**config.mk**
```make
export PLATFORM = sky130hd
export DESIGN_NAME = tusca
export DESIGN_NICKNAME = d
export VERILOG_FILES = /design/src/logic/tusca_pkg.sv /design/src/logic/tusca.sv /design/src/logic/climate_actuator.sv /design/src/logic/tusca_uc.sv /design/src/logic/config_receiver.sv /design/src/logic/dht11_reader.sv
export SDC_FILE = /design/constraint.sdc
export NUM_CORES = 1
export LEC_CHECK = 0
export ABC_AREA = 1
export BUFFER_PORTS_ARGS = -buffer_cell sky130_fd_sc_hd__buf_2
export CAP_MARGIN = 15
export CORE_MARGIN = 1.5
export CORE_UTILIZATION = 57
export DETAILED_ROUTE_END_ITERATION = 8
export PLACE_DENSITY_LB_ADDON = 0.3
export SLEW_MARGIN = 10
export SYNTH_ARGS = -nofsm -noshare
export SYNTH_HDL_FRONTEND = slang
export SYNTH_SLANG_ARGS = --single-unit
```
**constraint.sdc**
```tcl
create_clock -name clock -period 3.1 [get_ports clock]
set_input_delay 0.93 -clock clock [delete_from_list [all_inputs] [get_ports clock]]
set_output_delay 0.93 -clock clock [all_outputs]
set_load 0.05 [all_outputs]
```
**src/logic/tusca_pkg.sv**
```systemverilog
package tusca_pkg;

  // timing, scaled down for simulation
  localparam int CLKS_PER_BIT  = 16;
  localparam int PERIODO_DELAY = 4000;
  localparam int TIMEOUT       = 3000;
  localparam int BIT_THRESH    = 40;

  // fan and servo pwm
  localparam int PWM_PERIOD   = 100;
  localparam int DUTY_STEP    = 25;
  localparam int SERVO_PERIOD = 400;
  localparam int SERVO_MIN    = 20;
  localparam int SERVO_MAX    = 40;

  // counter widths
  localparam int BAUD_W    = $clog2(CLKS_PER_BIT);
  localparam int DELAY_W   = $clog2(PERIODO_DELAY);
  localparam int TIMEOUT_W = $clog2(TIMEOUT);
  localparam int PWM_W     = $clog2(PWM_PERIOD + 1);
  localparam int SERVO_W   = $clog2(SERVO_PERIOD + 1);

  typedef enum logic [1:0] {UC_IDLE, UC_MEDIR, UC_AGUARDA_MEDIDA, UC_ESPERA} uc_state_t;
  typedef enum logic [1:0] {RX_IDLE, RX_START, RX_DADOS, RX_STOP} rx_state_t;
  typedef enum logic [1:0] {DHT_IDLE, DHT_ESPERA_BORDA, DHT_MEDE_ALTO} dht_state_t;

  // integer percent and degrees
  typedef struct packed {
    logic [7:0] umidade;
    logic [7:0] temperatura;
  } medida_t;

  // lim_temp[0] is the lowest limit
  typedef struct packed {
    logic [3:0][7:0] lim_temp;
    logic [7:0]      lim_umidade;
  } config_t;

  localparam config_t CONFIG_RESET = '{
    lim_temp:    {8'd35, 8'd30, 8'd25, 8'd20},
    lim_umidade: 8'd50
  };

endpackage
```
**src/logic/tusca.sv**
```systemverilog
module tusca
  import tusca_pkg::*;
(
  input  logic       clock,
  input  logic       rst_n,
  input  logic       start,
  input  logic       gira,
  input  logic       rx_serial,
  input  logic       dht_bus,
  output logic       erro_config,
  output logic       rele,
  output logic       pwm_ventoinha,
  output logic       pwm_servo,
  output logic       erro_medida,
  output logic [2:0] nivel_temperatura
);

  config_t cfg;
  medida_t medida;
  medida_t medida_atual;
  logic    medir;
  logic    pronto_medida;
  logic    erro_leitura;

  config_receiver rx_cfg (
    .clock(clock), .rst_n(rst_n), .rx_serial(rx_serial),
    .cfg(cfg), .erro_config(erro_config)
  );

  dht11_reader dht (
    .clock(clock), .rst_n(rst_n), .medir(medir), .dht_bus(dht_bus),
    .medida(medida), .pronto_medida(pronto_medida), .erro_leitura(erro_leitura)
  );

  tusca_uc uc (
    .clock(clock), .rst_n(rst_n), .start(start),
    .pronto_medida(pronto_medida), .erro_leitura(erro_leitura), .medida(medida),
    .medir(medir), .medida_atual(medida_atual), .erro_medida(erro_medida)
  );

  climate_actuator atuador (
    .clock(clock), .rst_n(rst_n), .medida_atual(medida_atual), .cfg(cfg),
    .gira(gira), .nivel_temperatura(nivel_temperatura),
    .pwm_ventoinha(pwm_ventoinha), .pwm_servo(pwm_servo), .rele(rele)
  );

endmodule

```
**src/logic/climate_actuator.sv**
```systemverilog
module climate_actuator
  import tusca_pkg::*;
(
  input  logic       clock,
  input  logic       rst_n,
  input  medida_t    medida_atual,
  input  config_t    cfg,
  input  logic       gira,
  output logic [2:0] nivel_temperatura,
  output logic       pwm_ventoinha,
  output logic       pwm_servo,
  output logic       rele
);

  logic               gira_meta;
  logic               gira_sync;
  logic [2:0]         nivel_calc;
  logic [PWM_W-1:0]   pwm_cnt;
  logic [PWM_W-1:0]   duty;
  logic [SERVO_W-1:0] servo_cnt;
  logic [SERVO_W-1:0] servo_alto;

  // number of limits already reached
  always_comb begin
    nivel_calc = '0;
    for (int i = 0; i < 4; i++) begin
      if (cfg.lim_temp[i] <= medida_atual.temperatura) begin
        nivel_calc = nivel_calc + 3'd1;
      end
    end
  end

  always_ff @(posedge clock or negedge rst_n) begin
    if (!rst_n) begin
      gira_meta         <= 1'b0;
      gira_sync         <= 1'b0;
      nivel_temperatura <= '0;
      rele              <= 1'b0;
      pwm_cnt           <= '0;
      duty              <= '0;
      pwm_ventoinha     <= 1'b0;
      servo_cnt         <= '0;
      servo_alto        <= SERVO_W'(SERVO_MIN);
      pwm_servo         <= 1'b0;
    end else begin
      gira_meta         <= gira;
      gira_sync         <= gira_meta;
      nivel_temperatura <= nivel_calc;
      rele              <= (medida_atual.umidade < cfg.lim_umidade);

      // duty and servo width only change at a period boundary
      if (pwm_cnt == PWM_W'(PWM_PERIOD - 1)) begin
        pwm_cnt <= '0;
        duty    <= PWM_W'(nivel_temperatura * DUTY_STEP);
      end else begin
        pwm_cnt <= pwm_cnt + 1'b1;
      end
      pwm_ventoinha <= (pwm_cnt < duty);

      if (servo_cnt == SERVO_W'(SERVO_PERIOD - 1)) begin
        servo_cnt  <= '0;
        servo_alto <= gira_sync ? SERVO_W'(SERVO_MAX) : SERVO_W'(SERVO_MIN);
      end else begin
        servo_cnt <= servo_cnt + 1'b1;
      end
      pwm_servo <= (servo_cnt < servo_alto);
    end
  end

endmodule

```
**src/logic/tusca_uc.sv**
```systemverilog
module tusca_uc
  import tusca_pkg::*;
(
  input  logic    clock,
  input  logic    rst_n,
  input  logic    start,
  input  logic    pronto_medida,
  input  logic    erro_leitura,
  input  medida_t medida,
  output logic    medir,
  output medida_t medida_atual,
  output logic    erro_medida
);

  uc_state_t          state;
  logic               start_q;
  logic               start_sobe;
  logic [DELAY_W-1:0] delay_cnt;

  assign start_sobe = start & ~start_q;
  assign medir      = (state == UC_MEDIR);

  always_ff @(posedge clock or negedge rst_n) begin
    if (!rst_n) begin
      start_q   <= 1'b0;
      state     <= UC_IDLE;
      delay_cnt <= '0;
    end else begin
      start_q <= start;
      case (state)
        UC_IDLE: begin
          if (start_sobe) state <= UC_MEDIR;
        end
        UC_MEDIR: begin
          state <= UC_AGUARDA_MEDIDA;
        end
        UC_AGUARDA_MEDIDA: begin
          if (pronto_medida || erro_leitura) begin
            delay_cnt <= '0;
            state     <= UC_ESPERA;
          end
        end
        // loops back to MEDIR until reset
        UC_ESPERA: begin
          if (delay_cnt == DELAY_W'(PERIODO_DELAY - 1)) begin
            state <= UC_MEDIR;
          end else begin
            delay_cnt <= delay_cnt + 1'b1;
          end
        end
        default: state <= UC_IDLE;
      endcase
    end
  end

  // a failed reading keeps the last good value
  always_ff @(posedge clock or negedge rst_n) begin
    if (!rst_n) begin
      medida_atual <= '0;
      erro_medida  <= 1'b0;
    end else if (pronto_medida) begin
      medida_atual <= medida;
      erro_medida  <= 1'b0;
    end else if (erro_leitura) begin
      erro_medida <= 1'b1;
    end
  end

endmodule

```
**src/logic/config_receiver.sv**
```systemverilog
module config_receiver
  import tusca_pkg::*;
(
  input  logic    clock,
  input  logic    rst_n,
  input  logic    rx_serial,
  output config_t cfg,
  output logic    erro_config
);

  rx_state_t         state;
  logic              rx_meta;
  logic              rx_sync;
  logic [BAUD_W-1:0] baud_cnt;
  logic [2:0]        bit_cnt;
  logic [2:0]        byte_cnt;
  logic [7:0]        rx_byte;
  config_t           staging;
  logic              baud_fim;
  logic              meio_bit;
  logic              stop_ok;
  logic              frame_ok;

  assign baud_fim = (baud_cnt == BAUD_W'(CLKS_PER_BIT - 1));
  assign meio_bit = (baud_cnt == BAUD_W'(CLKS_PER_BIT / 2 - 1));
  assign stop_ok  = (state == RX_STOP) && baud_fim && rx_sync;

  always_ff @(posedge clock or negedge rst_n) begin
    if (!rst_n) begin
      rx_meta     <= 1'b1;
      rx_sync     <= 1'b1;
      state       <= RX_IDLE;
      baud_cnt    <= '0;
      bit_cnt     <= '0;
      byte_cnt    <= '0;
      frame_ok    <= 1'b0;
      erro_config <= 1'b0;
      cfg         <= CONFIG_RESET;
    end else begin
      rx_meta  <= rx_serial;
      rx_sync  <= rx_meta;
      frame_ok <= stop_ok && (byte_cnt == 3'd4);
      baud_cnt <= (state == RX_IDLE || baud_fim) ? '0 : baud_cnt + 1'b1;
      if (frame_ok) begin
        cfg         <= staging;
        erro_config <= 1'b0;
      end

      case (state)
        RX_IDLE: begin
          if (!rx_sync) state <= RX_START;
        end
        // recheck the start bit at mid period, then sample data mid bit
        RX_START: begin
          if (meio_bit) begin
            baud_cnt <= '0;
            bit_cnt  <= '0;
            state    <= rx_sync ? RX_IDLE : RX_DADOS;
          end
        end
        RX_DADOS: begin
          if (baud_fim) begin
            bit_cnt <= bit_cnt + 1'b1;
            if (bit_cnt == 3'd7) state <= RX_STOP;
          end
        end
        RX_STOP: begin
          if (baud_fim) begin
            state <= RX_IDLE;
            if (!rx_sync) begin
              erro_config <= 1'b1;
              byte_cnt    <= '0;
            end else begin
              byte_cnt <= (byte_cnt == 3'd4) ? 3'd0 : byte_cnt + 1'b1;
            end
          end
        end
        default: state <= RX_IDLE;
      endcase
    end
  end

  // lsb first on the line; bytes are lim_temp[0..3] then lim_umidade
  always_ff @(posedge clock) begin
    if (state == RX_DADOS && baud_fim) rx_byte <= {rx_sync, rx_byte[7:1]};
    if (stop_ok) begin
      if (byte_cnt == 3'd4) staging.lim_umidade <= rx_byte;
      else staging.lim_temp[byte_cnt[1:0]] <= rx_byte;
    end
  end

endmodule

```
**src/logic/dht11_reader.sv**
```systemverilog
module dht11_reader
  import tusca_pkg::*;
(
  input  logic    clock,
  input  logic    rst_n,
  input  logic    medir,
  input  logic    dht_bus,
  output medida_t medida,
  output logic    pronto_medida,
  output logic    erro_leitura
);

  dht_state_t           state;
  logic                 bus_meta;
  logic                 bus_sync;
  logic                 bus_prev;
  logic                 borda_desce;
  logic                 borda_sobe;
  logic [TIMEOUT_W-1:0] wdog;
  logic [5:0]           bit_cnt;
  logic [38:0]          frame;
  logic [39:0]          frame_next;
  logic                 bit_val;
  logic [7:0]           soma;
  logic                 ultimo_bit;

  assign borda_desce = bus_prev & ~bus_sync;
  assign borda_sobe  = ~bus_prev & bus_sync;

  // the watchdog restarts on every edge, so at the falling edge it holds the high width less one
  assign bit_val    = (wdog >= TIMEOUT_W'(BIT_THRESH));
  assign frame_next = {frame, bit_val};
  assign soma       = frame_next[39:32] + frame_next[31:24] + frame_next[23:16]
                    + frame_next[15:8];
  assign ultimo_bit = (state == DHT_MEDE_ALTO) && borda_desce && (bit_cnt == 6'd39);

  always_ff @(posedge clock or negedge rst_n) begin
    if (!rst_n) begin
      bus_meta      <= 1'b1;
      bus_sync      <= 1'b1;
      bus_prev      <= 1'b1;
      state         <= DHT_IDLE;
      wdog          <= '0;
      bit_cnt       <= '0;
      pronto_medida <= 1'b0;
      erro_leitura  <= 1'b0;
    end else begin
      bus_meta      <= dht_bus;
      bus_sync      <= bus_meta;
      bus_prev      <= bus_sync;
      pronto_medida <= 1'b0;
      erro_leitura  <= 1'b0;

      if (borda_sobe || borda_desce) begin
        wdog <= '0;
      end else if (state != DHT_IDLE) begin
        wdog <= wdog + 1'b1;
      end

      case (state)
        DHT_IDLE: begin
          if (medir) begin
            state   <= DHT_ESPERA_BORDA;
            bit_cnt <= '0;
            wdog    <= '0;
          end
        end
        // wait out the low phase of a bit
        DHT_ESPERA_BORDA: begin
          if (borda_sobe) begin
            state <= DHT_MEDE_ALTO;
          end
        end
        DHT_MEDE_ALTO: begin
          if (borda_desce) begin
            bit_cnt <= bit_cnt + 1'b1;
            if (ultimo_bit) begin
              state         <= DHT_IDLE;
              pronto_medida <= (frame_next[7:0] == soma);
              erro_leitura  <= (frame_next[7:0] != soma);
            end else begin
              state <= DHT_ESPERA_BORDA;
            end
          end
        end
        default: state <= DHT_IDLE;
      endcase

      if (state != DHT_IDLE && wdog == TIMEOUT_W'(TIMEOUT - 1)) begin
        state        <= DHT_IDLE;
        erro_leitura <= 1'b1;
      end
    end
  end

  // bytes arrive msb first as umidade int, umidade dec, temp int, temp dec and checksum
  always_ff @(posedge clock) begin
    if (state == DHT_MEDE_ALTO && borda_desce) begin
      frame <= frame_next[38:0];
    end
    if (ultimo_bit) begin
      medida <= '{umidade: frame_next[39:32], temperatura: frame_next[23:16]};
    end
  end

endmodule

```
==> out/qor.txt, run 1 <==
DR vias - 7303
Mapped Avg Cell Area - 10.96 µm²
CTS buffer count - 26
Comb power frac - 3.5%
maximum VDD drop - 0.3591 mV
die width - 145.8 µm
switching part of the total - 20.87%
gr ovfl total - 0
hold_buf cts - 0
failing checks - setup timing
status - finished with violations
Worst Clk Skew - 0.006401 ns
worst-skew pair later-pin latency - 0.52 ns
max_cap viols - 0
n_diodes - 0
RSZ-0062 raised after global routing - yes
commonest cells after routing, fill and taps aside - nand2_1 (191), inv_1 (142), dfrtp_1 (124)
first-pass GRT wire length - 35070 µm
Pleak - 5.603 nW
final worst path period need - 3.113 ns
largest net degree at the start of global routing - 62
clock sink count - 248
period utilisation layout - 100.4%
pwr dens - 521.3 nW/µm²
Post-synth ARST share - 58.47%
mapped cell area - 11620 µm²
placed insts - 1345
clk buf depth - 3
final WL - 20140 µm
R2R depth - 15
Filler Cell Count - 1529
Starting Density - 57.82%
f_max - 321.2 MHz
most common cell after layout, fill and taps aside - nand2_1
H-tree depth - 1
IO Pins - 14
startpoint type of the worst setup path - flip-flop
initial antenna violation count - 0
FP Rows - 52
Worst-Margin Slew - 0.7823 ns
Crit. End Element - flip-flop
Wirelength per Cell - 14.43 µm
sequential share of the synthesized area - 58.05%
Clk pwr share - 45.1%
Psw - 1.412 mW
Die Ht - 145.8 µm
Vias/cell - 5.235
DPL Wire Length - 13810 µm
register clock-pin slew on the reported worst setup and hold paths - 0.06 ns
Finished Cell Area - 12980 µm²
CP Data Required Time - 3.50 ns
CTS tree - done
endpoints failing hold - 0
final non-filler cell total - 1395
EDFF count, synth - 103
largest fanout on the critical path - 2
DP Area - 12080 µm²
Synthesized Nets - 1165
setup violators final - 1
remaining antenna violation count - 0
Initial DRC Count - 377
WP data arrival - 3.52 ns
vias in the first global route - 7485
fin worst setup slack - -0.01293 ns
DIE AREA - 21260 µm²
predominant post-synthesis flop cell - dfrtp_1
register share of total power - 51.4%
Min-Delay Path Class - input port to async pin
Yosys reg bits - 248
proportion of layout cells with a drive suffix above 1 - 14.40%
port buffer count - 13
Worst slew margin - 47.45%
Int Pwr - 5.353 mW
routability cong. - 0.8476
Slew Limit Fails - 0
drt pass-1 iters - 4
Final #Nets - 1209
DRC viols - 0
GRT Overall Usage - 20.02%
YS warnings - 0
unique cell type count in the Yosys netlist - 45
Mapped Cells - 1061
Core Box Area - 20100 µm²
Root Buffer - clkbuf_16
synth-to-layout area growth - 11.65%
Setup Crit Path Kind - flip-flop to flip-flop
==> registers in the layout (all words and copies together) (netlist names), 2 cells and up, named ones only <==
signal	count
rx_cfg.staging	40
uc.medida_atual	16
dht.medida	16
rx_cfg.rx_byte	8
dht.wdog	12
rx_cfg.bit_cnt	3
atuador.nivel_temperatura	3
rx_cfg.cfg	40
dht.bit_cnt	6
atuador.servo_cnt	9
dht.frame	39
uc.state	2
atuador.servo_alto	2
rx_cfg.baud_cnt	4
rx_cfg.byte_cnt	3
atuador.duty	6
dht.state	2
atuador.pwm_cnt	7
uc.delay_cnt	12
==> per-stage QoR <==
step	power [mW]	worst slack, ns	hold slack (ns)	TNS, ns	utilization [%]
detailed placement	3.783	-0.1685	0.3478	-0.2470	60.11
global placement	3.772	-0.05095	0.3374	-0.05095	60.11
floorplan	3.690	0.001720	0.3312	0	-
global route	7.014	-0.1693	0.2859	-0.2637	64.56
CTS	6.832	-0.03545	0.2818	-0.03545	64.48
finish	6.765	-0.01293	0.2815	-0.01293	64.56
==> cell type report <==
class                      count  area [µm²]  area share [%]
inverter                     151       566.8           4.367
multi-input combinational    650        4275           32.94
clock buffer                  42       792.0           6.102
clock inverter                 6       58.81          0.4531
sequential                   248        6748           51.99
timing repair buffer          28       200.2           1.542
tap                          270       337.8           2.603
==> critical path: stages (launching register included) <==
cell      delay, ns
edfxtp_1       0.42
fa_1           0.58
inv_2          0.04
fa_1           0.52
inv_2          0.05
ha_4           0.15
fa_2           0.35
or2_4          0.24
nand3b_1       0.08
nand2_1        0.05
nor2_1         0.09
nand3_1        0.07
nor2_1         0.11
nand3_1        0.10
nand2_1        0.07
nand2_1        0.06
==> worst paths after layout <==
| path | startpoint | to | slack, ns |
|---|---|---|---|
| max | dht.frame[16] | dht.erro_leitura | -0.01 |
| max in group asynchronous | rst_n | dht.bus_prev | 2.07 |
| min reg2reg | rx_cfg.rx_meta | rx_cfg.rx_sync | 0.36 |
| min in group clock | rx_cfg.rx_meta | rx_cfg.rx_sync | 0.36 |
| min | rst_n | atuador.servo_cnt[8] | 0.28 |
| max reg2reg | dht.frame[16] | dht.erro_leitura | -0.01 |
==> timing repair <==
action                     in CTS  in global routing
buffers inserted                1                  1
setup endpoints to repair       2                  2
pin swaps                       8                  6
gates resized for setup         7                  2
==> power by group through the flow <==
| stage | Clock, mW | Sequential (mW) | Combinational [mW] |
|---|---|---|---|
| after floorplan | 0 | 3.53 | 0.156 |
| after global placement | 0 | 3.54 | 0.231 |
| after detailed placement | 0 | 3.54 | 0.240 |
| after CTS | 3.11 | 3.48 | 0.242 |
| after global routing | 3.24 | 3.49 | 0.284 |
| final | 3.05 | 3.48 | 0.236 |
==> cell usage after synthesis (all sizes together) (2+ instances only) <==
| library cell | n | area share (%) |
|---|---|---|
| a211oi | 3 | 0.19 |
| a21boi | 2 | 0.13 |
| a21oi | 44 | 1.9 |
| and3 | 2 | 0.11 |
| buf | 8 | 0.39 |
| clkbuf | 4 | 0.13 |
| dfrtp | 124 | 27 |
| dfstp | 21 | 4.7 |
| edfxtp | 103 | 27 |
| fa | 14 | 2.4 |
| ha | 84 | 9.0 |
| inv | 150 | 4.8 |
| mux2 | 37 | 3.6 |
| nand2 | 195 | 6.4 |
| nand3 | 50 | 2.2 |
| nand3b | 3 | 0.19 |
| nand4 | 11 | 0.59 |
| nor2 | 71 | 2.4 |
| nor3 | 30 | 1.4 |
| nor4 | 5 | 0.58 |
| o211ai | 4 | 0.26 |
| o21ai | 64 | 2.9 |
| o21bai | 2 | 0.13 |
| o22ai | 2 | 0.11 |
| or2 | 4 | 0.22 |
| xnor2 | 4 | 0.30 |
| xor2 | 15 | 1.1 |
==> per-layer routing <==
layer / global-route usage, % / vias to the layer above / share of wire [%]
met5: 0 / - / 0
met3: 3.072 / 49 / 4.0
met1: 26.77 / 3512 / 45
li1: - / 3630 / -
met2: 33.62 / 112 / 48
met4: 6.786 / 0 / 2.7
==> kinds of logic after synthesis <==
family          count (synthesis)  synth area share (%)
mux                            37                 3.584
compound gates                124                 5.866
buf+inv                       163                 5.392
fa+ha+maj                      98                 11.45
simple gates                  372                 14.23
flops                         248                 58.05
xor+xnor                       19                 1.431
(Power assumes the default switching activity.)
==> run 2, diff against run 1 <==
--- a/config.mk
+++ b/config.mk
@@ -9,7 +9,7 @@
 export BUFFER_PORTS_ARGS = -buffer_cell sky130_fd_sc_hd__buf_2
 export CAP_MARGIN = 15
 export CORE_MARGIN = 1.5
-export CORE_UTILIZATION = 57
+export CORE_UTILIZATION = 40
 export DETAILED_ROUTE_END_ITERATION = 8
 export PLACE_DENSITY_LB_ADDON = 0.3
 export SLEW_MARGIN = 10
==> out/qor.txt, run 2 (synthesis gave the netlist of run 1 again) <==
DIE AREA - 30090 µm²
proportion of layout cells with a drive suffix above 1 - 14.94%
worst slack at placement - -0.1529 ns
Starting Density - 40.61%
synth-to-layout area growth - 13.47%
period utilisation layout - 98.77%
maximum VDD drop - 0.3699 mV
DR vias - 7192
setup violators final - 0
pwr dens - 528.4 nW/µm²
Worst Clk Skew - 0.01499 ns
CTS tree - done
status - completed
Die Ht - 173.5 µm
first-pass GRT wire length - 35330 µm
Critical Path Start - dht.frame[8]
DRC viols - 0
hold_buf cts - 0
Worst R2R Start - dht.frame[8]
H-tree depth - 1
Worst-Margin Slew - 0.7673 ns
drt pass-1 iters - 4
Core Box Area - 28630 µm²
final WL - 20350 µm
Crit. End Element - flip-flop
routability cong. - 0.8542
placed insts - 1463
commonest cells after routing, fill and taps aside - nand2_1 (191), inv_1 (143), dfrtp_1 (123)
startpoint type of the worst setup path - flip-flop
largest fanout on the critical path - 2
Worst slew margin - 48.47%
max_cap viols - 0
Root Buffer - clkbuf_16
f_max - 326.6 MHz
Min-Delay Path Class - input port to async pin
WP data arrival - 3.48 ns
register clock-pin slew on the reported worst setup and hold paths - 0.06 ns
fin worst setup slack - 0.03824 ns
die width - 173.5 µm
worst-skew pair later-pin latency - 0.54 ns
vias in the first global route - 7295
IO Pins - 14
CP Data Required Time - 3.52 ns
final non-filler cell total - 1515
most common cell after layout, fill and taps aside - nand2_1
Initial DRC Count - 391
n_diodes - 0
largest registers - rx_cfg.cfg x40, rx_cfg.staging x40, dht.frame x39
Vias/cell - 4.747
final worst path period need - 3.062 ns
CTS buffer count - 27
GRT Overall Usage - 14.16%
Pleak - 5.649 nW
Slew Limit Fails - 0
endpoints failing hold - 0
Wirelength per Cell - 13.43 µm
clk buf depth - 3
Setup Crit Path Kind - flip-flop to flip-flop
initial antenna violation count - 0
Filler Cell Count - 2600
remaining antenna violation count - 0
RSZ-0062 raised after global routing - yes
largest net degree at the start of global routing - 59
Final #Nets - 1214
gr ovfl total - 0
FP Rows - 62
DPL Wire Length - 14220 µm
port buffer count - 13
clock sink count - 248
[run 2: cell types whose count changed in the layout (fill, tap and decap cells not counted), moves of 3 or more]
cell and delta:
clkinv_2 +5, buf_4 +4, clkbuf_8 -4, bufinv_16 +3
clkbuf_1 -3
[run 2: what timing repair did]
item | 4_1_cts | 5_1_grt
setup endpoints to repair | 2 | 2
hold endpoints to repair | 0 | 0
gates resized for setup | 4 | 2
pin swaps | 11 | 11
buffers inserted | 1 | 1
[run 2: worst max-delay path, stage by stage, from the launching register on]
cell      delay (ns)
edfxtp_1        0.42
fa_1            0.57
inv_2           0.04
fa_1            0.47
inv_1           0.05
ha_2            0.19
fa_2            0.53
xnor2_1         0.11
nand2_1         0.06
nor2_1          0.12
nand3_1         0.08
nor2_1          0.09
nand3_1         0.09
nand2_1         0.07
nand2_1         0.05
[run 2: per-layer routing]
| layer | global-route usage (%) | wire [µm] |
|---|---|---|
| met1 | 18.70 | 9558 |
| met2 | 24.36 | 9789 |
| met3 | 1.974 | 619 |
| met4 | 4.058 | 378 |
| met5 | 0 | 0 |
[run 2: stage by stage]
stage / cell area [µm²] / power (mW) / setup TNS, ns / util [%] / hold slack, ns
final: 13190 / 6.969 / 0 / 46.08 / 0.3517
after global routing: 13190 / 7.228 / -0.2125 / 46.08 / 0.3611
after CTS: 13180 / 7.069 / -0.05456 / 46.04 / 0.3576
after detailed placement: 12260 / 3.786 / -0.2466 / 42.82 / 0.3457
after global placement: 12260 / 3.779 / -0.06511 / 42.82 / 0.3330
after floorplan: 11620 / 3.690 / 0 / - / 0.3312
[run 2: worst paths after layout]
check                                          to  slack [ns]  cells after the start
min in group clock              atuador.gira_sync        0.35                      0
worst max register to register   dht.erro_leitura        0.04                     14
max in group asynchronous           rx_cfg.cfg[1]        2.01                      2
worst min register to register  atuador.gira_sync        0.35                      0
worst min-delay path            atuador.pwm_servo        0.35                      1
worst max-delay path             dht.erro_leitura        0.04                     14
[run 2: area by class of cell]
cell class              instances  area, µm²  area share, %
clock buffers                  35      725.7          5.502
clock inverters                15      177.7          1.347
inverters                     151      566.8          4.297
multi-input cells             650       4260          32.30
flip-flops and latches        248       6749          51.17
well taps                     384      480.5          3.643
repair buffers                 32      230.2          1.745
[run 2: where the power goes]
part	switching (mW)	total [mW]	internal, mW
combinational	0.157	0.239	0.0821
sequential	0.0324	3.48	3.45
clock	1.27	3.25	1.98
